<file path="src/hw/bus_setup_pkg.sv">
`default_nettype none

package bus_setup_pkg;

    localparam int data_width = 16;          // bus word
    localparam int master_count = 2;
    localparam int slave_count = 3;

    // depth of slave 1, 2 and 3
    localparam int slave_depths [slave_count] = '{4096, 4096, 2048};
    localparam int master_addr_width = 12;   // covers the deepest slave

    localparam int bank_depth = 16;          // external write entries per master
    localparam int bank_addr_width = 4;

    localparam int cfg_clk_count = 2;        // clocks each config word is held

    typedef logic [1:0] slave_id_t;          // 0 = no slave, 1..3 = slave number

    typedef enum logic [3:0] {
        master_slave_sel,
        read_write_sel,
        external_write_sel,
        external_write_m1,
        external_write_m1_2,
        external_write_m2,
        slave_addr_sel_m1,
        slave_addr_sel_m2,
        addr_count_sel_m1,
        addr_count_sel_m2,
        config_masters,
        communication_ready,
        communicating,
        communication_done
    } main_state_t;

    typedef enum logic [1:0] {
        cfg_start,
        cfg_middle,
        cfg_last,
        cfg_done
    } cfg_state_t;

endpackage

`default_nettype wire

</file>
<file path="src/hw/setup_ifs.sv">
`timescale 1ns/100ps
`default_nettype none

// four-phase hand-off between the menu FSM and the config streamer
interface cfg_if;
    logic req;
    logic ack;
    logic done_all;   // every master has been streamed

    modport ctrl (
        output req,
        input  ack,
        input  done_all
    );

    modport streamer (
        input  req,
        output ack,
        output done_all
    );
endinterface

// external write data bank, written by the menu and read by the streamer
interface bank_if
    import bus_setup_pkg::*;
();
    logic                                           we;
    logic [$clog2(master_count)-1:0]                wr_master;
    logic                                           advance;
    logic                                           rewind;
    logic [bank_addr_width-1:0]                     ptr;
    logic [master_count-1:0][bank_addr_width-1:0]   wr_count;
    logic [$clog2(master_count)-1:0]                rd_master;
    logic [bank_addr_width-1:0]                     rd_index;
    logic [data_width-1:0]                          rd_data;

    modport ctrl (output we, wr_master, advance, rewind, input ptr);
    modport bank (
        input  we, wr_master, advance, rewind, rd_master, rd_index,
        output ptr, wr_count, rd_data
    );
    modport reader (output rd_master, rd_index, input rd_data, wr_count);
endinterface

`default_nettype wire

</file>
<file path="src/hw/setup_ctrl.sv">
`timescale 1ns/100ps
`default_nettype none

module setup_ctrl import bus_setup_pkg::*; (
    input  logic                                    clk,
    input  logic                                    rstN,
    input  logic                                    step_n,
    input  logic                                    next_addr_n,
    input  logic [17:0]                             sw,
    input  logic [master_count-1:0]                 m_done,
    input  logic [master_count-1:0][data_width-1:0] m_data_out,
    bank_if.ctrl                                    bank,
    cfg_if.ctrl                                     cfg,
    output main_state_t                             state,
    output logic [master_count-1:0]                 m_eoc,
    output logic [3:0]                              led_state,
    output logic [master_count-1:0]                 run_start,
    output logic [master_addr_width-1:0]            readback_addr,
    output logic [master_count-1:0][data_width-1:0] read_data
);

    main_state_t next_state;
    logic        step;
    logic        next_addr;
    logic        ext_state;

    assign step = ~step_n;           // buttons are active low
    assign next_addr = ~next_addr_n;
    assign ext_state = state inside {external_write_m1, external_write_m1_2, external_write_m2};

    always_comb begin
        next_state = state;
        case (state)
            master_slave_sel: begin
                if (step) begin
                    // no slave picked for either master, nothing to run
                    next_state = (sw[3:0] == '0) ? communication_done : read_write_sel;
                end
            end
            read_write_sel: begin
                if (step) next_state = external_write_sel;
            end
            external_write_sel: begin
                if (step) begin
                    case (sw[1:0])
                        2'b01:   next_state = external_write_m1;
                        2'b10:   next_state = external_write_m2;
                        2'b11:   next_state = external_write_m1_2;
                        default: next_state = slave_addr_sel_m1;
                    endcase
                end
            end
            external_write_m1:   if (step) next_state = slave_addr_sel_m1;
            external_write_m1_2: if (step) next_state = external_write_m2;  // m2 bank next
            external_write_m2:   if (step) next_state = slave_addr_sel_m1;
            slave_addr_sel_m1:   if (step) next_state = slave_addr_sel_m2;
            slave_addr_sel_m2:   if (step) next_state = addr_count_sel_m1;
            addr_count_sel_m1:   if (step) next_state = addr_count_sel_m2;
            addr_count_sel_m2:   if (step) next_state = config_masters;
            config_masters:      if (cfg.ack) next_state = communication_ready;
            communication_ready: begin
                if (step && cfg.done_all) next_state = communicating;
            end
            communicating:       if (&m_done) next_state = communication_done;
            default:             next_state = state;  // communication_done holds until reset
        endcase
    end

    always_ff @(posedge clk or negedge rstN) begin
        if (!rstN) begin
            state <= master_slave_sel;
            m_eoc <= '0;
            run_start <= '0;
            cfg.req <= 1'b0;
            readback_addr <= '0;
            read_data <= '0;
        end else begin
            state <= next_state;
            if (state == master_slave_sel && step && sw[3:0] == '0) begin
                m_eoc <= '1;                 // tell both masters to skip straight to the end
            end
            run_start <= {master_count{state == communication_ready && step && cfg.done_all}};
            if (cfg.ack) begin
                cfg.req <= 1'b0;
            end else if (state == addr_count_sel_m2 && step) begin
                cfg.req <= 1'b1;
            end
            if (state == communication_done) begin
                read_data <= m_data_out;
                if (next_addr) readback_addr <= sw[master_addr_width-1:0];
            end
        end
    end

    // bank writes follow the switches for as long as an external write state is shown
    always_comb begin
        bank.we = ext_state;
        bank.wr_master = (state == external_write_m2) ? 1'b1 : 1'b0;
        bank.rewind = ext_state && step;  // next bank starts from entry 0
        bank.advance = ext_state && next_addr && !step && (int'(bank.ptr) != bank_depth - 1);
    end

    assign led_state[0] = (state == master_slave_sel);
    assign led_state[1] = (state == communication_ready);
    assign led_state[2] = (state == communication_done);
    assign led_state[3] = (state == communicating);

endmodule

`default_nettype wire

</file>
<file path="src/hw/write_bank.sv">
`timescale 1ns/100ps
`default_nettype none

module write_bank import bus_setup_pkg::*; (
    input  logic                  clk,
    input  logic                  rstN,
    bank_if.bank                  bank,
    input  logic [data_width-1:0] sw_data
);

    logic [data_width-1:0] mem [master_count][bank_depth];

    // entry under the pointer keeps tracking the switches until the pointer moves on
    always_ff @(posedge clk) begin
        if (bank.we) begin
            mem[bank.wr_master][bank.ptr] <= sw_data;
        end
    end

    always_ff @(posedge clk or negedge rstN) begin
        if (!rstN) begin
            bank.ptr <= '0;
            bank.wr_count <= '0;
        end else begin
            if (bank.rewind) begin
                bank.ptr <= '0;
            end else if (bank.advance) begin
                bank.ptr <= bank.ptr + 1'b1;
                // a nonzero count also marks the master as burst
                bank.wr_count[bank.wr_master] <= bank.wr_count[bank.wr_master] + 1'b1;
            end
        end
    end

    assign bank.rd_data = mem[bank.rd_master][bank.rd_index];  // combinational read

endmodule

`default_nettype wire

</file>
<file path="src/hw/transfer_regs.sv">
`timescale 1ns/100ps
`default_nettype none

module transfer_regs import bus_setup_pkg::*; (
    input  logic                                           clk,
    input  logic                                           rstN,
    input  main_state_t                                    state,
    input  logic [17:0]                                    sw,
    output slave_id_t [master_count-1:0]                   slave_id,
    output logic [master_count-1:0]                        rd_wr,
    output logic [master_count-1:0]                        ext_sel,
    output logic [master_count-1:0][master_addr_width-1:0] first_addr,
    output logic [master_count-1:0][master_addr_width:0]   last_addr
);

    // start plus count, held at the slave depth when it runs past the end
    function automatic logic [master_addr_width:0] clamp_last(
        input logic [master_addr_width-1:0] start,
        input logic [master_addr_width-1:0] count,
        input slave_id_t                    id
    );
        logic [master_addr_width:0] sum;
        int                         depth;
        sum = {1'b0, start} + {1'b0, count};
        depth = (id == '0) ? slave_depths[0] : slave_depths[int'(id) - 1];
        if (int'(sum) >= depth) begin
            return (master_addr_width + 1)'(depth);
        end
        return sum;
    endfunction

    always_ff @(posedge clk or negedge rstN) begin
        if (!rstN) begin
            slave_id <= '0;
            rd_wr <= '0;
            ext_sel <= '0;
            first_addr <= '0;
            last_addr <= '0;
        end else begin
            case (state)
                master_slave_sel: begin
                    for (int k = 0; k < master_count; k++) begin
                        slave_id[k] <= sw[2*k +: 2];   // two bits per master
                    end
                end
                read_write_sel:     rd_wr <= sw[master_count-1:0];
                external_write_sel: ext_sel <= sw[master_count-1:0];
                slave_addr_sel_m1:  first_addr[0] <= sw[master_addr_width-1:0];
                slave_addr_sel_m2:  first_addr[1] <= sw[master_addr_width-1:0];
                addr_count_sel_m1: begin
                    last_addr[0] <= clamp_last(first_addr[0], sw[master_addr_width-1:0],
                                               slave_id[0]);
                end
                addr_count_sel_m2: begin
                    last_addr[1] <= clamp_last(first_addr[1], sw[master_addr_width-1:0],
                                               slave_id[1]);
                end
                default: ;
            endcase
        end
    end

endmodule

`default_nettype wire

</file>
<file path="src/hw/config_streamer.sv">
`timescale 1ns/100ps
`default_nettype none

module config_streamer import bus_setup_pkg::*; (
    input  logic                                           clk,
    input  logic                                           rstN,
    cfg_if.streamer                                        cfg,
    bank_if.reader                                         bank,
    input  logic [master_count-1:0]                        ext_sel,
    input  logic [master_count-1:0][master_addr_width-1:0] first_addr,
    output logic [master_count-1:0]                        cfg_start,
    output logic [master_count-1:0][master_addr_width-1:0] cfg_address,
    output logic [master_count-1:0][data_width-1:0]        cfg_data
);

    cfg_state_t                         sub_state;
    logic [$clog2(master_count)-1:0]    cur_master;
    logic [bank_addr_width-1:0]         word_idx;
    logic [bank_addr_width-1:0]         last_idx;
    logic [$clog2(cfg_clk_count)-1:0]   hold_cnt;
    logic                               go;
    logic                               hold_end;

    assign go = cfg.req & ~cfg.ack;  // stream runs only inside an open request
    assign hold_end = (int'(hold_cnt) == cfg_clk_count - 1);
    assign last_idx = ext_sel[cur_master] ? bank.wr_count[cur_master] : '0;

    assign bank.rd_master = cur_master;
    assign bank.rd_index = word_idx;

    always_ff @(posedge clk or negedge rstN) begin
        if (!rstN) begin
            sub_state <= bus_setup_pkg::cfg_start;
            cur_master <= '0;
            word_idx <= '0;
            hold_cnt <= '0;
            cfg.ack <= 1'b0;
            cfg.done_all <= 1'b0;
        end else begin
            if (cfg.ack && !cfg.req) cfg.ack <= 1'b0;
            if (go) begin
                cfg.done_all <= 1'b0;
                if (sub_state == cfg_done) begin
                    sub_state <= bus_setup_pkg::cfg_start;  // ready for the next request
                    cur_master <= '0;
                    cfg.ack <= 1'b1;
                    cfg.done_all <= 1'b1;
                end else if (!hold_end) begin
                    hold_cnt <= hold_cnt + 1'b1;
                end else begin
                    hold_cnt <= '0;
                    if (word_idx == last_idx) begin
                        word_idx <= '0;
                        if (int'(cur_master) == master_count - 1) begin
                            sub_state <= cfg_done;
                        end else begin
                            cur_master <= cur_master + 1'b1;   // next master, no gap
                            sub_state <= bus_setup_pkg::cfg_start;
                        end
                    end else begin
                        word_idx <= word_idx + 1'b1;
                        sub_state <= (word_idx + 1'b1 == last_idx) ? cfg_last : cfg_middle;
                    end
                end
            end
        end
    end

    // only the master being configured sees address and data
    always_comb begin
        for (int k = 0; k < master_count; k++) begin
            cfg_start[k] = 1'b0;
            cfg_address[k] = '0;
            cfg_data[k] = '0;
            if (go && sub_state != cfg_done && int'(cur_master) == k) begin
                cfg_start[k] = (hold_cnt == '0) &&
                               (sub_state == bus_setup_pkg::cfg_start || sub_state == cfg_last);
                cfg_address[k] = first_addr[k];
                cfg_data[k] = bank.rd_data;
            end
        end
    end

endmodule

`default_nettype wire

</file>
<file path="src/hw/bus_setup_top.sv">
`timescale 1ns/100ps
`default_nettype none

module bus_setup_top import bus_setup_pkg::*; (
    input  logic                                           clk,
    input  logic                                           rstN,
    input  logic                                           step_n,
    input  logic                                           next_addr_n,
    input  logic [17:0]                                    sw,
    input  logic [master_count-1:0]                        m_done,
    input  logic [master_count-1:0][data_width-1:0]        m_data_out,
    output logic [master_count-1:0]                        m_start,
    output logic [master_count-1:0][master_addr_width-1:0] m_address,
    output logic [master_count-1:0][data_width-1:0]        m_data,
    output logic [master_count-1:0]                        m_burst,
    output logic [master_count-1:0]                        m_rd_wr,
    output slave_id_t [master_count-1:0]                   m_slave_id,
    output logic [master_count-1:0][master_addr_width:0]   m_last_addr,
    output logic [master_count-1:0]                        m_eoc,
    output logic [3:0]                                     led_state,
    output logic [master_count-1:0][data_width-1:0]        read_data
);

    main_state_t                                    state;
    logic [master_count-1:0]                        stream_start;
    logic [master_count-1:0]                        run_start;
    logic [master_count-1:0]                        ext_sel;
    logic [master_count-1:0][master_addr_width-1:0] first_addr;
    logic [master_count-1:0][master_addr_width-1:0] cfg_address;
    logic [master_addr_width-1:0]                   readback_addr;

    cfg_if  cfg_bus ();
    bank_if bank_bus ();

    setup_ctrl u_ctrl (
        .clk, .rstN, .step_n, .next_addr_n, .sw, .m_done, .m_data_out,
        .bank(bank_bus.ctrl), .cfg(cfg_bus.ctrl),
        .state, .m_eoc, .led_state, .run_start, .readback_addr, .read_data
    );

    write_bank u_bank (
        .clk, .rstN, .bank(bank_bus.bank), .sw_data(sw[data_width-1:0])
    );

    transfer_regs u_regs (
        .clk, .rstN, .state, .sw,
        .slave_id(m_slave_id), .rd_wr(m_rd_wr), .ext_sel,
        .first_addr, .last_addr(m_last_addr)
    );

    config_streamer u_streamer (
        .clk, .rstN, .cfg(cfg_bus.streamer), .bank(bank_bus.reader),
        .ext_sel, .first_addr,
        .cfg_start(stream_start), .cfg_address, .cfg_data(m_data)
    );

    assign m_start = stream_start | run_start;   // config pulses or the run kick-off

    always_comb begin
        for (int k = 0; k < master_count; k++) begin
            // after the run both masters read from the operator's address
            m_address[k] = (state == communication_done) ? readback_addr : cfg_address[k];
            m_burst[k] = |bank_bus.wr_count[k];
        end
    end

endmodule

`default_nettype wire

</file>
<file path="config.mk">
export PLATFORM = sky130hd
export DESIGN_NAME = bus_setup_top
export DESIGN_NICKNAME = d
export VERILOG_FILES = /design/src/hw/bus_setup_pkg.sv /design/src/hw/setup_ifs.sv /design/src/hw/setup_ctrl.sv /design/src/hw/write_bank.sv /design/src/hw/transfer_regs.sv /design/src/hw/config_streamer.sv /design/src/hw/bus_setup_top.sv
export SDC_FILE = /design/constraint.sdc
export NUM_CORES = 1
export LEC_CHECK = 0
export BUFFER_PORTS_ARGS = -buffer_cell sky130_fd_sc_hd__buf_2
export CELL_PAD_IN_SITES_DETAIL_PLACEMENT = 0
export CELL_PAD_IN_SITES_GLOBAL_PLACEMENT = 1
export CORE_UTILIZATION = 51
export DETAILED_ROUTE_END_ITERATION = 10
export PLACE_DENSITY_LB_ADDON = 0.1
export SLEW_MARGIN = 30
export SYNTH_ARGS = -nofsm -noshare
export SYNTH_HDL_FRONTEND = slang
export SYNTH_SLANG_ARGS = --single-unit
</file>
<file path="constraint.sdc">
create_clock -name clk -period 4.41 [get_ports clk]
set_clock_uncertainty 0.05 [all_clocks]
set_input_delay 0.882 -clock clk [delete_from_list [all_inputs] [get_ports clk]]
set_output_delay 0.882 -clock clk [all_outputs]
set_load 0.1 [all_outputs]
</file>
==> results.toml, run 1 <==
[drt]
route.vias.total = 14725
dr.pass1.iters = 5
remaining_drc_errors = 0
drtIter0Drc = 1107
viasPerCell = 5.88
postRouteAntennaNets = 0
wl_per_cell_um = 26.0
wl_mm = 65.0

[critical_path]
start_kind = "register"
worst-setup-path-type = "reg -> out"
timing.rr.start = "u_regs.first_addr[0]$_DFFE_PN0P_"
ff2ff_path_depth = 13
cpLargestDelayFamily = "multiplexers"
slowest_delay_ns = 0.60
rr_endpoint = "u_regs.last_addr[11]$_DFFE_PN0P_"
critical_path.max_fanout = 12
crit_chain = "buf_4, mux4_2, mux2i_1, a22oi_1, nand2_1, nor2_1, buf_2"
path_buf_inv = 2
crit_slowest_cell = "dfrtp_4"
worst_setup_path_end_kind = "output port"
cp.arrival_ns = 3.29
startpoint = "u_streamer.bank.rd_master$_DFFE_PN0P_"
critPathRequiredTime_ns = 3.48
reg2reg_slack_ns = 0.81
cp.depth = 7

[clocking]
cts.reportedPaths.clkPinSlew_ns = 0.06
cts_resized = 0
clockBufferDepth = 3
ctsHoldBuffers = 0
ctsRootBufferMaster = "clkbuf_16"
cts_tree = "built"
clkSinkCount = 643
htreeDepth = 3
post_cts_buffers = 0
numCtsBuffers = 68
clock_latency_ns = 0.60

[cells_and_area]
fill_cells = 3858
area_growth_pct = 17.3
multi_input_area_um2 = 7630
drive_gt1_frac = 0.317
final_util = 0.608
regArea_um2 = 18700
nets = 1865
mostFrequentLayoutCells = "512 x edfxtp_1, 170 x buf_2, 128 x mux4_2, 128 x dfrtp_1, 99 x nor2_1"
layout_commonest_cell = "edfxtp_1"

[power]
swShare = 0.408
peakVddDrop_mv = 0.747
comb_power_share = 0.404
p_seq_frac = 0.335
pwr-share-clk = 0.261
p_per_area_nw_per_um2 = 731
switchingPower_w = 0.00934
power_leakage_nw = 11.4
intPower_w = 0.0136

[synth]
yosysSeqAreaShare = 0.699
synth-adder-area-share = 0.0188
synth_mux_area_frac = 0.164
synthSimpleGateAreaFrac = 0.0418
ys_warn_count = 0
synth_ff_type = "edfxtp_1"
synth_top_cell_by_area = "edfxtp_1"
synth-edff-count = 512
postSynthCellCount = 1510
synth_top_family_by_area = "multiplexers"
synth_seq_cells = 643
synth_cell_types = 59
synth_xor_area_frac = 0.0102
synth.area.top_cells = "edfxtp_1 58%, dfrtp_1 12%, mux4_2 11%, mux2_2 3.2%, mux2i_1 2.4%"
synth-compound-area-share = 0.0501
yosysTopAreaCellShare = 0.576
synth_area_um2 = 26700
avgSynthCellArea_um2 = 17.7
async_flop_share = 0.204
syn_nets = 1605

[global_route]
grt_max_degree = 86
track_usage = 0.250
grt_pass1_wl_mm = 96.9
grt_pass1_vias = 15101
gr-total-overflow = 0
antenna_found_initial = 2

[timing]
fin_crit_sh = 0.957
setup_viol = 0
hold_violations = 0
max_freq_mhz = 237
slew_headroom = 0.348
min_period_ns = 4.22
rsz0062_at_grt = "false"
fin_setup_tns_ns = 0
maxSlewViolCount = 0
worst_slew_pin_slew_ns = 0.974

[floorplanning]
die-area_um2 = 53300
core_um2 = 51500
dieWidth_um = 231
start_util = 0.518
io_pins = 186
die_h_um = 231
rows = 83

[run]
drv_cap = 0

[place]
hpwl_mm = 41.4
io_buffers = 183
place_congestion = 0.835

[worst_hold_path]
min_path_type = "in -> async"

[run_status]
status = "finished, final reports clean"
[synth_stat cells, drive strengths merged (2+ instances only)]
cell and count:
mux4 128, o31ai 8, nor3 7, a21o 12, o2bb2ai 2, a31oi 9, buf 47, dfrtp 131
nor2b 14, nor2 101, o211ai 2, o21ai 31, nand4 3, edfxtp 512, and3b 2, nand2 90
clkbuf 28, mux2i 64, inv 13, nand3b 3, or4 2, a32o 3, xnor2 19, a221oi 2
o21a 6, a21oi 28, a22oi 32, o21bai 2, and3 2, a211oi 4, fa 2, a32oi 4
a22o 34, a221o 2, nand2b 6, xor2 12, ha 37, mux2 77, nand3 17
[per-layer routing]
metal | track usage | vias up | share of wire
li1 | - | 6522 | -
met4 | 0.0766 | 0 | 0.022
met5 | 0 | - | 0
met1 | 0.334 | 7680 | 0.41
met3 | 0.0422 | 81 | 0.060
met2 | 0.421 | 442 | 0.50
[sequential cells by signal, summed over array words and instances, names as in the netlist, 2 cells and up]
signal and flops:
u_bank.mem 512, u_ctrl.read_data 32, u_regs.last_addr 26, u_regs.first_addr 24, u_ctrl.readback_addr 12, u_bank.bank.wr_count 8
u_bank.bank.ptr 4, u_ctrl.state 4, u_regs.slave_id 4, u_streamer.bank.rd_index 4, u_regs.ext_sel 2, u_regs.rd_wr 2
u_streamer.sub_state 2
[per-stage QoR]
stage / cells / instance area (um^2) / worst slack [ns] / hold slack (ns) / total power, W
2_1_floorplan: 1510 / 26700 / 0.175 / 0.401 / 0.0149
3_3_place_gp: 2380 / 29000 / 0.193 / 0.402 / 0.0170
3_5_place_dp: 2380 / 29000 / 0.193 / 0.411 / 0.0171
4_1_cts: 2502 / 31300 / 0.0543 / 0.333 / 0.0231
5_1_grt: 2502 / 31300 / 0.0174 / 0.377 / 0.0238
6_report: 2504 / 31300 / 0.190 / 0.329 / 0.0229
[power by group through the flow]
stage,registers [W],clock network [W],logic (W)
after global routing,0.00775,0.00629,0.00973
final,0.00768,0.00597,0.00925
after floorplan,0.00963,0,0.00523
after detailed placement,0.00779,0,0.00929
after global placement,0.00778,0,0.00923
after CTS,0.00768,0.00609,0.00932
[logic make-up (layout without fill, tap and decap cells)]
| kind of cell | after synthesis | count (layout) |
|---|---|---|
| compound gates | 187 | 187 |
| xor+xnor | 31 | 31 |
| fa+ha+maj | 39 | 39 |
| buf+inv | 88 | 400 |
| flops | 643 | 643 |
| mux | 269 | 269 |
| other cells | 0 | 2 |
| simple gates | 253 | 253 |
[how the worst max path moves through the flow]
stage / endpoint / slack (ns)
floorplan: m_start[1] / 0.18
CTS: m_data[1] / 0.05
finish: m_data[9] / 0.19
global route: m_data[11] / 0.02
global placement: u_regs.last_addr[11]$_DFFE_PN0P_ / 0.19
detailed placement: u_regs.last_addr[11]$_DFFE_PN0P_ / 0.19
[area by class of cell]
type,count,share of cell area
timing repair buffer,265,0.0576
clock buffer,86,0.0588
inverter,13,0.00156
sequential,643,0.596
clock inverter,36,0.0153
antenna,2,0.000160
multi-input combinational,779,0.244
tap,680,0.0272
Note: power is estimated with default switching activity, not from simulation.
==> run 2, diff against run 1 <==
==> constraint.sdc (replaced) <==
create_clock -name clk -period 4.41 [get_ports clk]
set_clock_uncertainty 0.05 [all_clocks]
set_input_delay 0.882 -clock clk [delete_from_list [all_inputs] [get_ports clk]]
set_output_delay 0.882 -clock clk [all_outputs]
set_load 0.02 [all_outputs]
==> run 2 against run 1 <==
Against the previous run:
- first-iteration DRC count down 3.3%
- power decreased by 16%
- final area decreased by 1.0%
- maximum frequency is 0.82% higher
- largest power group is now registers
==> results.toml, run 2 (synthesized netlist as in run 1, its figures left out) <==
[run_status]
status = "finished, final reports clean"

[clocking]
htreeDepth = 3
clockBufferDepth = 3
clock_latency_ns = 0.59
cts_tree = "built"
clkSinkCount = 643
ctsHoldBuffers = 0
numCtsBuffers = 69
cts.reportedPaths.clkPinSlew_ns = 0.06
ctsRootBufferMaster = "clkbuf_16"

[floorplanning]
core_um2 = 51500
dieWidth_um = 231
rows = 83
die-area_um2 = 53300
io_pins = 186
die_h_um = 231
start_util = 0.518

[critical_path]
worst_setup_path_end_kind = "output port"
start_kind = "register"
startpoint = "u_streamer.bank.rd_master$_DFFE_PN0P_"
worst-setup-path-type = "reg -> out"
slowest_delay_ns = 0.64
path_buf_inv = 2
cp.arrival_ns = 3.25
timing.rr.start = "u_regs.first_addr[0]$_DFFE_PN0P_"
cp.depth = 7
ff2ff_path_depth = 13
crit_slowest_cell = "dfrtp_4"
cpLargestDelayFamily = "multiplexers"
critPathRequiredTime_ns = 3.48
crit_chain = "buf_12, mux4_2, mux2i_1, a22oi_1, nand2_1, nor2_1, buf_2"
critical_path.max_fanout = 44

[global_route]
grt_max_degree = 106
grt_pass1_vias = 15013
track_usage = 0.245
gr-total-overflow = 0
grt_pass1_wl_mm = 94.5
antenna_found_initial = 4

[drt]
route.vias.total = 14717
remaining_drc_errors = 0
wl_per_cell_um = 25.5
dr.pass1.iters = 5
postRouteAntennaNets = 0
drtIter0Drc = 1070
wl_mm = 63.7
viasPerCell = 5.89

[place]
place_congestion = 0.837
dp_cells = 2375
hpwl_mm = 40.7
place_area_um2 = 28800
io_buffers = 183

[run]
drv_cap = 0

[timing]
fin_crit_sh = 0.949
fin_setup_tns_ns = 0
setup_viol = 0
worst_slew_pin_slew_ns = 0.957
finalHoldWorstSlack_ns = 0.324
maxSlewViolCount = 0
max_freq_mhz = 239
slew_headroom = 0.360
min_period_ns = 4.19
hold_violations = 0
rsz0062_at_grt = "false"

[cells_and_area]
reg.largest.list = "u_bank.mem (512), u_ctrl.read_data (32), u_regs.last_addr (26)"
fin_area_um2 = 31000
nets = 1862
area_growth_pct = 16.1
regMostFlops = "u_bank.mem"
final_cells = 2499
drive_gt1_frac = 0.313
mostFrequentLayoutCells = "512 x edfxtp_1, 182 x buf_2, 128 x mux4_2, 128 x dfrtp_1, 99 x nor2_1"
largest_reg_flops = 512
layout_commonest_cell = "edfxtp_1"

[power]
p_per_area_nw_per_um2 = 619
peakVddDrop_mv = 0.454
power_leakage_nw = 11.2

[worst_hold_path]
min_path_type = "in -> async"
==> run 2: cell count changes in the layout (fill, tap and decap cells not counted), sizes merged <==
cell,delta
clkbuf,+11
clkinvlp,-2
buf,-5
bufinv,-8
clkinv,-1
==> run 2: through the flow <==
step | utilization | power, W | setup slack [ns]
finish | 0.602 | 0.0192 | 0.224
detailed placement | 0.558 | 0.0138 | 0.162
floorplan | - | 0.0118 | 0.703
global route | 0.602 | 0.0201 | 0.132
CTS | 0.601 | 0.0194 | 0.0957
global placement | 0.558 | 0.0137 | 0.199
==> run 2: layout make-up <==
type / count / area [um^2]
inverters: 13 / 48.8
flip-flops and latches: 643 / 18700
clock buffers: 96 / 1950
well taps: 680 / 851
fillers: 3881 / 20500
diodes: 2 / 5.00
clock inverters: 25 / 240
repair buffers: 261 / 1610
multi-input cells: 779 / 7630
==> run 2: power breakdown <==
part / internal (W) / switching, W
Combinational: 0.00256 / 0.00335
Clock: 0.00333 / 0.00227
Sequential: 0.00713 / 0.000564
==> run 2: path summary, 6_finish.rpt <==
| kind | end | slack [ns] |
|---|---|---|
| setup / recovery | m_data[0] | 0.22 |
| hold / removal | u_ctrl.read_data[19]$_DFFE_PN0P_ | 0.32 |
| setup reg to reg | u_regs.last_addr[11]$_DFFE_PN0P_ | 0.77 |
| hold reg to reg | u_regs.last_addr[19]$_DFFE_PN0N_ | 0.42 |
| max in group asynchronous | u_ctrl.read_data[3]$_DFFE_PN0P_ | 3.00 |
| min in group clk | u_regs.last_addr[19]$_DFFE_PN0N_ | 0.42 |
==> run 2: what timing repair did <==
action,CTS,global route
resized for setup,0,0
endpoints found under the setup margin,0,2
buffers inserted,0,1
==> run 2: routing by layer <==
metal / GRT usage / wire (um)
met5: 0 / 0
met1: 0.322 / 26000
met4: 0.0989 / 2480
met2: 0.400 / 31300
met3: 0.0511 / 3890
